File: config.mk
export PLATFORM = sky130hd
export DESIGN_NAME = dac_rx_top
export DESIGN_NICKNAME = d
export VERILOG_FILES = /design/src/verilog/dac_rx_pkg.sv /design/src/verilog/spi_frame_shifter.sv /design/src/verilog/dac_link_guard.sv /design/src/verilog/dac_cmd_decoder.sv /design/src/verilog/dac_rx_top.sv
export VERILOG_INCLUDE_DIRS = /design/src /design/src/verilog
export SDC_FILE = /design/constraint.sdc
export NUM_CORES = 1
export LEC_CHECK = 0
export BUFFER_PORTS_ARGS = -buffer_cell sky130_fd_sc_hd__buf_2
export CAP_MARGIN = 30
export CORE_UTILIZATION = 50
export CTS_CLUSTER_DIAMETER = 30
export CTS_CLUSTER_SIZE = 10
export DETAILED_ROUTE_END_ITERATION = 10
export PLACE_DENSITY = 0.82
export SYNTH_ARGS = -nofsm -noshare
export SYNTH_HDL_FRONTEND = slang
export SYNTH_SLANG_ARGS = --single-unit
export TNS_END_PERCENT = 20
File: constraint.sdc
create_clock -name DAC_CS -period 3.1 [get_ports DAC_CS]
set_input_delay 0.155 -clock DAC_CS [delete_from_list [all_inputs] [get_ports DAC_CS]]
set_output_delay 0.155 -clock DAC_CS [all_outputs]
set_load 0.02 [all_outputs]
File: src/verilog/dac_rx_consts.svh
`ifndef DAC_RX_CONSTS_SVH
`define DAC_RX_CONSTS_SVH

// Legal frame length in SCK cycles
`define DAC_FRAME_BITS 32
// Bit counter width, room for the saturated overlong value
`define DAC_CNT_W 6

// Command nibble
`define DAC_CMD_MSB 23
`define DAC_CMD_LSB 20
// Address nibble
`define DAC_ADDR_MSB 19
`define DAC_ADDR_LSB 16
// 12-bit code, low nibble of the frame is don't care
`define DAC_CODE_MSB 15
`define DAC_CODE_LSB 4

// Minimum synchronized low time of the clear line, in DAC_CS cycles
`define DAC_CLR_MIN_CYCLES 4
// Flops per pin synchronizer
`define DAC_SYNC_STAGES 2

`endif

File: src/verilog/dac_rx_pkg.sv
`include "dac_rx_consts.svh"

package dac_rx_pkg;

   // Command nibble values of the serial word
   typedef enum logic [3:0] {
      CMD_WRITE_INPUT      = 4'b0000,
      CMD_UPDATE           = 4'b0001,
      CMD_WRITE_UPDATE_ALL = 4'b0010,
      // The only command this receiver accepts
      CMD_WRITE_UPDATE     = 4'b0011,
      CMD_POWER_DOWN       = 4'b0100,
      CMD_NOP              = 4'b1111
   } dac_cmd_e;

   // Channel select nibble
   typedef enum logic [3:0] {
      ADDR_A   = 4'd0,
      ADDR_B   = 4'd1,
      ADDR_C   = 4'd2,
      ADDR_D   = 4'd3,
      ADDR_ALL = 4'd15
   } dac_addr_e;

   // One status code per finished frame
   typedef enum logic [2:0] {
      ST_OK       = 3'd0,
      ST_NOT_INIT = 3'd1,
      ST_SHORT    = 3'd2,
      ST_LONG     = 3'd3,
      ST_BAD_CMD  = 3'd4,
      ST_BAD_ADDR = 3'd5
   } dac_status_e;

   // Shift word and bit count as seen at the end of a frame
   typedef struct packed {
      logic [`DAC_FRAME_BITS-1:0] word;
      logic [`DAC_CNT_W-1:0]      count;
   } frame_t;

   // Link state from the select and clear pins
   typedef struct packed {
      logic sel_active;
      logic frame_start;
      logic frame_end;
      logic clear;
      logic inited;
   } link_t;

   // Current code of each output channel
   typedef struct packed {
      logic [`DAC_CODE_MSB-`DAC_CODE_LSB:0] a;
      logic [`DAC_CODE_MSB-`DAC_CODE_LSB:0] b;
      logic [`DAC_CODE_MSB-`DAC_CODE_LSB:0] c;
      logic [`DAC_CODE_MSB-`DAC_CODE_LSB:0] d;
   } chan_codes_t;

endpackage

File: src/verilog/spi_frame_shifter.sv
`timescale 1ns/1ps
`include "dac_rx_consts.svh"

module spi_frame_shifter import dac_rx_pkg::*; (
   input  logic   DAC_CS,
   input  logic   rst_n,
   input  logic   spi_sck,
   input  logic   spi_mosi,
   input  link_t  link,
   output frame_t frame,
   output logic   dac_out
);

   // Count stops one past a legal frame so long frames stay visible
   localparam logic [`DAC_CNT_W-1:0] CNT_MAX = `DAC_CNT_W'(`DAC_FRAME_BITS + 1);

   logic [`DAC_SYNC_STAGES-1:0] sck_sync;
   logic [`DAC_SYNC_STAGES-1:0] mosi_sync;
   logic                        sck_d;
   logic                        sck_rise;
   logic                        shift_en;
   logic [`DAC_FRAME_BITS-1:0]  word;
   logic [`DAC_CNT_W-1:0]       count;

   // Pin synchronizers, mosi runs through the same depth as sck
   always_ff @(posedge DAC_CS) begin
      if (!rst_n) begin
         sck_sync  <= '0;
         mosi_sync <= '0;
         sck_d     <= 1'b0;
      end else begin
         sck_sync  <= {sck_sync[`DAC_SYNC_STAGES-2:0], spi_sck};
         mosi_sync <= {mosi_sync[`DAC_SYNC_STAGES-2:0], spi_mosi};
         sck_d     <= sck_sync[`DAC_SYNC_STAGES-1];
      end
   end

   // Rising SCK in the system clock domain
   assign sck_rise = sck_sync[`DAC_SYNC_STAGES-1] & ~sck_d;
   // Bits only count while the frame is selected
   assign shift_en = sck_rise & link.sel_active;

   // Shift register, MSB first, new bit enters at bit 0
   always_ff @(posedge DAC_CS) begin
      if (!rst_n) begin
         word <= '0;
      end else if (link.clear) begin
         word <= '0;
      end else if (shift_en) begin
         word <= {word[`DAC_FRAME_BITS-2:0], mosi_sync[`DAC_SYNC_STAGES-1]};
      end
   end

   // Bit counter, restarted by each falling select
   always_ff @(posedge DAC_CS) begin
      if (!rst_n) begin
         count <= '0;
      end else if (link.frame_start) begin
         count <= '0;
      end else if (shift_en && count != CNT_MAX) begin
         count <= count + 1'b1;
      end
   end

   assign frame = '{word: word, count: count};

   // Daisy-chain output, quiet outside a frame
   assign dac_out = link.sel_active ? word[`DAC_FRAME_BITS-1] : 1'b0;

endmodule

File: src/verilog/dac_link_guard.sv
`timescale 1ns/1ps
`include "dac_rx_consts.svh"

module dac_link_guard import dac_rx_pkg::*; (
   input  logic  DAC_CS,
   input  logic  rst_n,
   input  logic  dac_sel_n,
   input  logic  dac_clr_n,
   output link_t link
);

   // Counter just wide enough to reach the minimum clear time
   localparam int CLR_CNT_W = $clog2(`DAC_CLR_MIN_CYCLES + 1);
   localparam logic [CLR_CNT_W-1:0] CLR_MIN = CLR_CNT_W'(`DAC_CLR_MIN_CYCLES);

   logic [`DAC_SYNC_STAGES-1:0] sel_sync;
   logic [`DAC_SYNC_STAGES-1:0] clr_sync;
   logic                        sel_s;
   logic                        clr_s;
   logic                        sel_d;
   logic [CLR_CNT_W-1:0]        clr_cnt;
   logic                        clr_done;
   logic                        sel_active_q;
   logic                        frame_start_q;
   logic                        frame_end_q;
   logic                        clear_q;
   logic                        inited_q;

   // Both pins idle high, so the synchronizers reset to ones
   always_ff @(posedge DAC_CS) begin
      if (!rst_n) begin
         sel_sync <= '1;
         clr_sync <= '1;
      end else begin
         sel_sync <= {sel_sync[`DAC_SYNC_STAGES-2:0], dac_sel_n};
         clr_sync <= {clr_sync[`DAC_SYNC_STAGES-2:0], dac_clr_n};
      end
   end

   assign sel_s = sel_sync[`DAC_SYNC_STAGES-1];
   assign clr_s = clr_sync[`DAC_SYNC_STAGES-1];

   // Select edges, registered into single-cycle pulses
   always_ff @(posedge DAC_CS) begin
      if (!rst_n) begin
         sel_d         <= 1'b1;
         sel_active_q  <= 1'b0;
         frame_start_q <= 1'b0;
         frame_end_q   <= 1'b0;
      end else begin
         sel_d         <= sel_s;
         sel_active_q  <= ~sel_s;
         frame_start_q <= sel_d & ~sel_s;
         frame_end_q   <= ~sel_d & sel_s;
      end
   end

   // Length of the current low phase on the clear line, saturating
   always_ff @(posedge DAC_CS) begin
      if (!rst_n) begin
         clr_cnt <= '0;
      end else if (clr_s) begin
         clr_cnt <= '0;
      end else if (clr_cnt != CLR_MIN) begin
         clr_cnt <= clr_cnt + 1'b1;
      end
   end

   // Clear takes effect when a long enough low phase ends
   assign clr_done = clr_s & (clr_cnt == CLR_MIN);

   // Part needs one clear after power-up before frames count
   always_ff @(posedge DAC_CS) begin
      if (!rst_n) begin
         clear_q  <= 1'b0;
         inited_q <= 1'b0;
      end else begin
         clear_q <= clr_done;
         if (clr_done) inited_q <= 1'b1;
      end
   end

   assign link = '{sel_active:  sel_active_q,
                   frame_start: frame_start_q,
                   frame_end:   frame_end_q,
                   clear:       clear_q,
                   inited:      inited_q};

endmodule

File: src/verilog/dac_cmd_decoder.sv
`timescale 1ns/1ps
`include "dac_rx_consts.svh"

module dac_cmd_decoder import dac_rx_pkg::*; (
   input  logic        DAC_CS,
   input  logic        rst_n,
   input  link_t       link,
   input  frame_t      frame,
   output chan_codes_t codes,
   output logic        status_valid,
   output dac_status_e status
);

   localparam logic [`DAC_CNT_W-1:0] FRAME_LEN = `DAC_CNT_W'(`DAC_FRAME_BITS);

   // REPORT lasts one cycle per finished frame
   typedef enum logic {
      IDLE,
      REPORT
   } dec_state_e;

   dec_state_e                           state;
   dac_status_e                          status_q;
   dac_status_e                          status_next;
   chan_codes_t                          codes_q;
   dac_cmd_e                             cmd_f;
   dac_addr_e                            addr_f;
   logic [`DAC_CODE_MSB-`DAC_CODE_LSB:0] code_f;
   logic                                 addr_ok;

   // Fields of the captured word
   assign cmd_f  = dac_cmd_e'(frame.word[`DAC_CMD_MSB:`DAC_CMD_LSB]);
   assign addr_f = dac_addr_e'(frame.word[`DAC_ADDR_MSB:`DAC_ADDR_LSB]);
   assign code_f = frame.word[`DAC_CODE_MSB:`DAC_CODE_LSB];

   // Addresses 4 to 14 select nothing
   assign addr_ok = addr_f inside {ADDR_A, ADDR_B, ADDR_C, ADDR_D, ADDR_ALL};

   // First failing check decides the status
   always_comb begin
      if (!link.inited) begin
         status_next = ST_NOT_INIT;
      end else if (frame.count > FRAME_LEN) begin
         status_next = ST_LONG;
      end else if (frame.count < FRAME_LEN) begin
         status_next = ST_SHORT;
      end else if (cmd_f != CMD_WRITE_UPDATE) begin
         status_next = ST_BAD_CMD;
      end else if (!addr_ok) begin
         status_next = ST_BAD_ADDR;
      end else begin
         status_next = ST_OK;
      end
   end

   // Status register and the report FSM
   always_ff @(posedge DAC_CS) begin
      if (!rst_n) begin
         state    <= IDLE;
         status_q <= ST_OK;
      end else begin
         // Every frame end opens one REPORT cycle
         state <= link.frame_end ? REPORT : IDLE;
         if (link.frame_end) begin
            status_q <= status_next;
         end
      end
   end

   // Clear wins over a write in the same cycle
   always_ff @(posedge DAC_CS) begin
      if (!rst_n) begin
         codes_q <= '0;
      end else if (link.clear) begin
         codes_q <= '0;
      end else if (link.frame_end && status_next == ST_OK) begin
         case (addr_f)
            ADDR_A: codes_q.a <= code_f;
            ADDR_B: codes_q.b <= code_f;
            ADDR_C: codes_q.c <= code_f;
            ADDR_D: codes_q.d <= code_f;
            // Broadcast write
            default: begin
               codes_q.a <= code_f;
               codes_q.b <= code_f;
               codes_q.c <= code_f;
               codes_q.d <= code_f;
            end
         endcase
      end
   end

   assign codes        = codes_q;
   assign status       = status_q;
   assign status_valid = (state == REPORT);

endmodule

File: src/verilog/dac_rx_top.sv
`timescale 1ns/1ps

module dac_rx_top import dac_rx_pkg::*; (
   input  logic        DAC_CS,
   input  logic        rst_n,
   input  logic        spi_sck,
   input  logic        spi_mosi,
   input  logic        dac_sel_n,
   input  logic        dac_clr_n,
   output logic        dac_out,
   output chan_codes_t codes,
   output logic        status_valid,
   output dac_status_e status
);

   // Select level, frame edges, clear and init state
   link_t  link_w;
   // Word and bit count from the shifter
   frame_t frame_w;

   // Bit capture and chain output
   spi_frame_shifter u_shifter (
      .DAC_CS   (DAC_CS),
      .rst_n    (rst_n),
      .spi_sck  (spi_sck),
      .spi_mosi (spi_mosi),
      .link     (link_w),
      .frame    (frame_w),
      .dac_out  (dac_out)
   );

   // Select and clear tracking, owns the select synchronizer
   dac_link_guard u_guard (
      .DAC_CS    (DAC_CS),
      .rst_n     (rst_n),
      .dac_sel_n (dac_sel_n),
      .dac_clr_n (dac_clr_n),
      .link      (link_w)
   );

   // Frame checks and channel registers
   dac_cmd_decoder u_decoder (
      .DAC_CS       (DAC_CS),
      .rst_n        (rst_n),
      .link         (link_w),
      .frame        (frame_w),
      .codes        (codes),
      .status_valid (status_valid),
      .status       (status)
   );

endmodule

Word-level counts from Yosys, hierarchy flattened:

Index checks and enable logic that the tools add are counted.

* bits of input ports: 6
* word-level logic and storage cells: 68
* bits in registers: 108
* output and inout bits: 53

* eq/ne operators: 8
* bitwise operators: 13
* reduce and logical (&&, ||, !) cells: 16
* magnitude comparators: 2
* mux-type cells: 7
* add/sub/neg operators: 2

Operator list (number)
* 3-bit two-way mux: 5
* 3-bit OR reduction: 4
* 4-bit by 2-bit equality test with 1-bit output, second input constant: 2
* 1-bit NOT: 8
* 2-bit AND reduction: 4
* 6-bit by 1-bit adder with 6-bit output, second input constant: 1
* 6-bit > comparator, second input constant: 1
* 6-bit < comparator, second input constant: 1
* 6-bit != test, second input constant: 1
* 2-bit OR reduction: 3
* 1-bit bitwise AND: 5
* 5-bit nonzero test: 1
* 4-bit by 1-bit equality test with 1-bit output, second input constant: 1
* 4-bit equality test, second input constant: 1
* 4-bit logical NOT: 1
* 4-bit by 2-bit != test with 1-bit output, second input constant: 1
* 3-bit by 1-bit adder with 3-bit output, second input constant: 1
* 3-bit equality test, second input constant: 1
* 3-bit logical NOT: 1
* 3-bit != test, second input constant: 1
* 1-bit logical AND: 2
* 1-bit two-way mux: 2

Longest topological paths before layout:

Gate-level depths: netlist of the first run.

* word-level depth: 10
* mapped depth: 7
* mapped depth without buffers: 6

Cells and area by module:

From an unflattened synthesis of the first run, not the netlist that was laid out.

* cells, all modules: 435
* area, all modules: 4091.4 um2

Modules (own cells, without submodules)
* dac_cmd_decoder: cells an instance 204, instances 1, area each 2054.5 um2, seq. area each 1041.0 um2
* spi_frame_shifter: cells an instance 188, instances 1, area each 1564.0 um2, seq. area each 860.8 um2
* dac_link_guard: cells an instance 43, instances 1, area each 473.0 um2, seq. area each 260.2 um2

Worst setup path before layout of the first run:

No wires, ideal clock.

* path kind: reg2reg
* start point: register u_shifter.count[2]
* end point: register u_decoder.codes_q (netlist bit u_decoder.codes[36])
* library setup time: 72 ps
* arrival time: 1441 ps
* cell stages (with the launch flop): 6
* setup slack: 1587 ps
* cells stage by stage: dfxtp_1 -> nor4b_4 -> and4_4 -> o21a_1 -> buf_6 -> mux2i_1

* cells in the longest elaborated chain, start to end: 7

RTL lines
* start: declaration: line spi_frame_shifter.sv:23 `` logic [`DAC_CNT_W-1:0] count; ``
* start signal: assignment: line spi_frame_shifter.sv:61 `count <= count + 1'b1;`
* 6-bit < comparator: line dac_cmd_decoder.sv:45 `end else if (frame.count < FRAME_LEN) begin`
* 3-bit two-way mux: line dac_cmd_decoder.sv:45
* 3-bit two-way mux (*): line dac_cmd_decoder.sv:43 `end else if (frame.count > FRAME_LEN) begin`
* 3-bit two-way mux (*): line dac_cmd_decoder.sv:41 `if (!link.inited) begin`
* 3-bit logical NOT (*): line dac_cmd_decoder.sv:76 `end else if (link.frame_end && status_next == ST_OK) begin`
* 1-bit logical AND (*): line dac_cmd_decoder.sv:76
* 2-bit AND reduction (no line) (*)
* end: declaration: line dac_cmd_decoder.sv:25 `chan_codes_t codes_q;`

Mark *: on every way between the ends. The rest lies on a longest branch, timed or not.
A chain may end at the register's enable or synchronous reset.

Final worst setup path of the first run:

* start point: register u_shifter.count[2]
* end point: register u_decoder.codes_q (netlist bit u_decoder.codes[40])

The elaborated chain is that of the path after synthesis.

==> flow_summary.toml, run 1 <==
[place]
gp_congestion = 0.8060
dp_slack_ns = 1.198
numPortBuffers = 58
place_area_um2 = 4389
dp_hpwl_um = 5254
place_inst = 572

[layout]
register_area_um2 = 2162
diodes = 0
final_cell_area_um2 = 4639
drive_gt1_frac = 0.1776
layoutNonFillerInstCount = 592
area_delta_synth_final_pct = 14.48
fin_nets = 496
multiInputGateArea_um2 = 1738
fillers = 656

[sta]
slew_headroom = 0.4616
tightest_slew_ns = 0.8059
layout_min_cycle_time_ns = 1.901
layout_setup_ws_ns = 1.199
max_freq_mhz = 526.2
hold_viol_final = 0
setup_viol = 0
rsz0062_at_grt = "no"
period_share = 0.6131
fin_skew_ns = 0.01451
finalMaxSlewViolations = 0
finalSetupTns_ns = 0

[detailed_routing]
num_vias = 2999
route.final.wire_length_um = 7537
vias_per_cell = 5.066
drt_iter0_markers = 149
detail_route.first_pass.iterations = 4
avgRoutedWirePerCell_um = 12.73
drc = 0
ant_nets = 0

[die]
fp.dieH_um = 92.03
coreArea_um2 = 7767
initial_utilization = 0.5217
row_count = 32
io_pins = 59
dieArea_um2 = 8470
die_x_um = 92.03

[cts]
clock_latency_ns = 0.37
cts_tree = "built"
htreeDepth = 3
max-clock-path-buffers = 2
cts_resized = 0
cts_buffers = 9
root_buffer = "clkbuf_8"
clk_pin_slew_ns = 0.10
cts_sinks = 108
post_cts_buffers = 0

[power]
p_leak_nw = 2.054
ir_drop_uv = 336.9
power.density_nw_per_um2 = 497.6
total_power_w = 0.002309

[worst_setup_path]
slowest_delay_ns = 0.51
cp_cell_sequence = "nor4b_4 -> and4_4 -> o21a_1 -> mux2i_1"
crit_buf_inv = 0
cp-start-kind = "register"
cp_data_arrival_time_ns = 2.20
criticalPathCategory = "reg2reg"
critPathMaxFanout = 10
cp_slowest_cell = "o21a_1"
setup.worst_path.end_class = "register"
cpLargestDelayFamily = "simple AND/OR/NAND/NOR gates"
required_ns = 3.40

[global_routing]
antenna_found_initial = 0
grt_max_degree = 39
grt.total_usage = 0.1916
grt-ovfl-total = 0
grt_pass1_wl_um = 12850
grt_pass1_vias = 2795

[synthesis]
async_flop_share = 0
synth_edf_count = 0
syn_area_per_cell_um2 = 9.359
syn_nets = 444
netlist_area_um2 = 4053
ys_warn_count = 0
synth_ff_type = "dfxtp_1"
ys_seq_area_frac = 0.5335
ys_types = 37
ys_ff_latch = 108
syn_inst = 433

[min_path]
min_path_type = "in2reg"

[outcome]
outcome = "finished clean"

[flow_run]
cap_viol_max_count = 0
==> routing by layer <==
layer	global-route usage	vias to the layer above	routed length (um)
met2	0.3203	77	3581
met3	0.06385	7	405
met5	0	-	0
met4	0.04688	0	49
li1	-	1521	-
met1	0.2379	1394	3500
==> cells by family (layout without fill, tap and decap cells) <==
family / Yosys count / after routing / synth area share
and+or+nand+nor: 185 / 185 / 0.2065
DFF: 108 / 108 / 0.5335
muxes: 49 / 49 / 0.1210
AOI/OAI and AO/OA: 45 / 45 / 0.06885
buffers and inverters: 34 / 91 / 0.03952
xor gates and xnor gates: 7 / 7 / 0.01513
adders and majority gates: 5 / 5 / 0.01544
==> per-stage QoR <==
stage / hold WS (ns) / util
global placement: 0.3356 / 0.5651
global route: 0.1250 / 0.5973
CTS: 0.1072 / 0.5973
detailed placement: 0.3440 / 0.5651
finish: 0.1210 / 0.5973
floorplan: 0.2565 / -
==> cell usage after synthesis, types with 2 or more instances <==
| master | count | area share |
|---|---|---|
| and3b_1 | 2 | 0.0043 |
| nand2b_1 | 8 | 0.012 |
| dfxtp_1 | 108 | 0.53 |
| mux2i_1 | 49 | 0.12 |
| and2_1 | 12 | 0.019 |
| ha_1 | 5 | 0.015 |
| nand2_1 | 131 | 0.12 |
| buf_1 | 3 | 0.0028 |
| nor2_1 | 13 | 0.012 |
| and3_1 | 3 | 0.0046 |
| nor3_1 | 3 | 0.0037 |
| a21oi_1 | 34 | 0.042 |
| and4_1 | 2 | 0.0043 |
| nand4_1 | 2 | 0.0031 |
| clkbuf_1 | 18 | 0.017 |
| buf_6 | 4 | 0.011 |
| o21ai_0 | 2 | 0.0025 |
| inv_1 | 7 | 0.0065 |
| o211ai_4 | 2 | 0.010 |
| buf_2 | 2 | 0.0025 |
| xor2_1 | 3 | 0.0065 |
| nand3_1 | 2 | 0.0025 |
| xnor2_1 | 4 | 0.0086 |
==> what timing repair did <==
action,in CTS,in global routing
hold endpoints to repair,4,0
endpoints found under the setup margin,0,0
hold buffers,4,0
==> report_power, final <==
group / total, W / switching [W] / internal (W)
combinational: 0.0000437 / 0.0000286 / 0.0000151
sequential: 0.00140 / 0.00000295 / 0.00139
clock: 0.000868 / 0.000481 / 0.000387
total: 0.00231 / 0.000513 / 0.00180
==> area by class of cell <==
cell class | instances | area share
flip-flops and latches | 108 | 0.4660
multi-input cells | 291 | 0.3746
repair buffers | 68 | 0.08091
well taps | 102 | 0.02751
clock buffers | 9 | 0.02670
clock inverters | 7 | 0.01861
inverters | 7 | 0.005663
==> cells in the final DEF, fill, tap and decap left out, drive strengths merged, types with 2 or more instances in the layout <==
cell type	instances
a21oi	34
and2	12
and3	3
and3b	2
and4	3
buf	64
clkbuf	9
clkinv	4
dfxtp	108
dlygate4sd3	4
ha	5
inv	9
mux2i	49
nand2	131
nand2b	8
nand3	2
nand4	3
nor2	13
nor3	3
o211ai	2
o21ai	2
xnor2	4
xor2	3
==> flip-flops by register name (all words and copies together) (netlist names), 2 cells and up <==
signal,flops
u_decoder.codes,48
u_shifter.mosi_sync,2
u_guard.clr_sync,2
u_guard.clr_cnt,3
u_decoder.status,3
u_shifter.word,32
u_shifter.count,6
u_shifter.sck_sync,2
u_guard.sel_sync,2
==> worst register-to-register path, delay by kind of cell, from the launching register on <==
family	cells	cell delay [ns]
mux	1	0.25
flops	1	0.38
compound gates	1	0.52
simple gates	2	0.70
==> worst paths after layout <==
check | slack (ns) | to | start | cells past startpoint
worst min-delay path | 0.12 | u_guard.sel_sync[1] | rst_n | 2
worst max-delay path | 1.20 | u_decoder.codes[40] | u_shifter.count[2] | 4
worst max register to register | 1.20 | u_decoder.codes[40] | u_shifter.count[2] | 4
worst min register to register | 0.41 | u_guard.frame_end_q | u_guard.sel_d | 1
Note: power is estimated with default switching activity, not from simulation.
==> run 2: changes to the inputs <==
PLACE_DENSITY = 0.85   (was 0.82)
clock period = 1.55 ns   (was 3.1 ns; I/O delays follow)
==> flow_summary.toml, run 2 (synthesis gave the netlist of run 1 again) <==
[power]
p_sw_w = 0.001036
switching_share = 0.2316
p_comb_frac = 0.021
power.density_nw_per_um2 = 930.9
intPower_w = 0.003437
p_seq_frac = 0.624
total_power_w = 0.004473
p_leak_nw = 2.144
ir_drop_uv = 720.5
clockPowerShare = 0.355

[cts]
clk_pin_slew_ns = 0.10
max-clock-path-buffers = 2
clock_latency_ns = 0.38
root_buffer = "clkbuf_8"
cts_tree = "built"
cts_sinks = 108
cts_buffers = 9
htreeDepth = 3

[die]
die_x_um = 92.03
fp.dieH_um = 92.03
io_pins = 59
row_count = 32
dieArea_um2 = 8470
initial_utilization = 0.5217
coreArea_um2 = 7767

[detailed_routing]
vias_per_cell = 5.056
drc = 0
wl_met2_um = 3851
met1_length_um = 3539
route.final.wire_length_um = 7891
ant_nets = 0
highest_layer = "met4"
wl_met3_um = 381
num_vias = 3064
detail_route.first_pass.iterations = 4
drt_iter0_markers = 176
avgRoutedWirePerCell_um = 13.02

[min_path]
min_path_type = "in2reg"

[sta]
timing.hold.ws_ns = 0.1123
rsz0062_at_grt = "yes"
hold_viol_final = 0
tightest_slew_ns = 0.6015
finalSetupTns_ns = -0.008925
setup_viol = 1
layout_setup_ws_ns = -0.008925
finalMaxSlewViolations = 0
slew_headroom = 0.5971
layout_min_cycle_time_ns = 1.559
fin_skew_ns = 0.01347
period_share = 1.006
max_freq_mhz = 641.5

[place]
place_inst = 583
gp_congestion = 0.7649
dp_hpwl_um = 5376
numPortBuffers = 58

[layout]
final_util = 0.6186
multiInputGateArea_um2 = 1748
fillers = 641
fin_nets = 510
drive_gt1_frac = 0.2143
diodes = 0
layout.cells.most_common = "nand2_1"
register_area_um2 = 2168
final_cell_mix = "nand2_1 (131), dfxtp_1 (103), buf_2 (58)"
area_delta_synth_final_pct = 18.56
largest_reg_flops = 48
layoutNonFillerInstCount = 606

[global_routing]
grt-ovfl-total = 0
grt.total_usage = 0.1968
grt_pass1_vias = 2879
antenna_found_initial = 0
grt_pass1_wl_um = 13240
grt_max_degree = 61

[flow_run]
cap_viol_max_count = 0

[worst_setup_path]
criticalPathCategory = "reg2reg"
required_ns = 1.85
critPathMaxFanout = 6
setup.worst_path.end_class = "register"
cp-start-kind = "register"
cp_data_arrival_time_ns = 1.86

[outcome]
outcome = "finished with violations"
violations = "negative setup slack"
-- run 2: changes by cell type in the layout (fill, tap and decap cells not counted), moves of 2 or more --
cell / delta
inv_8: +2
buf_12: +4
buf_4: +9
dfxtp_2: +5
inv_6: -2
dfxtp_1: -5
-- run 2: power groups by stage --
stage	Sequential [W]	Clock (W)	Combinational (W)
floorplan	0.00286	0	0.0000572
global placement	0.00286	0	0.0000825
detailed placement	0.00286	0	0.0000845
CTS	0.00279	0.00162	0.0000922
global route	0.00280	0.00174	0.000102
finish	0.00279	0.00159	0.0000924
-- run 2: worst max-delay path, stage by stage (launching register included) --
cell	delay, ns
dfxtp_2	0.34
nor4b_4	0.28
and4_4	0.34
o21a_4	0.20
buf_12	0.13
mux2i_1	0.20
-- run 2: worst paths after layout --
kind                       start             endpoint  slack (ns)  depth (start not counted)
max           u_shifter.count[3]  u_decoder.codes[45]      -0.009                          5
min                        rst_n  u_guard.clr_sync[1]        0.11                          3
max reg2reg   u_shifter.count[3]  u_decoder.codes[45]      -0.009                          5
min reg2reg  u_guard.clr_sync[0]  u_guard.clr_sync[1]        0.42                          1
-- run 2: routing by layer --
| metal | global-route usage | up-vias |
|---|---|---|
| met2 | 0.3277 | 78 |
| met3 | 0.04975 | 15 |
| met4 | 0.06641 | 0 |
| li1 | - | 1556 |
| met1 | 0.2482 | 1415 |
| met5 | 0 | - |
-- run 2: stage by stage --
stage / setup slack [ns] / cell area [um2]
floorplan: 0.03728 / 4053
global placement: 0.06114 / 4509
detailed placement: -0.01081 / 4509
CTS: -0.005568 / 4781
global route: -0.06680 / 4805
finish: -0.008925 / 4805
-- run 2: what timing repair did --
item / 4_1_cts / 5_1_grt
cloned: 1 / 0
setup endpoints to repair: 8 / 40
buffers inserted: 1 / 1
gates resized for setup: 7 / 2
hold endpoints to repair: 4 / 0
hold buffers: 4 / 0
pin swaps: 4 / 1
-- run 2: area by class of cell --
| type | count | area share |
|---|---|---|
| Tap cell | 102 | 0.02656 |
| Inverter | 7 | 0.005469 |
| Sequential cell | 108 | 0.4513 |
| Clock buffer | 10 | 0.02656 |
| Multi-Input combinational cell | 291 | 0.3638 |
| Timing Repair Buffer | 82 | 0.1146 |
| Clock inverter | 6 | 0.01172 |
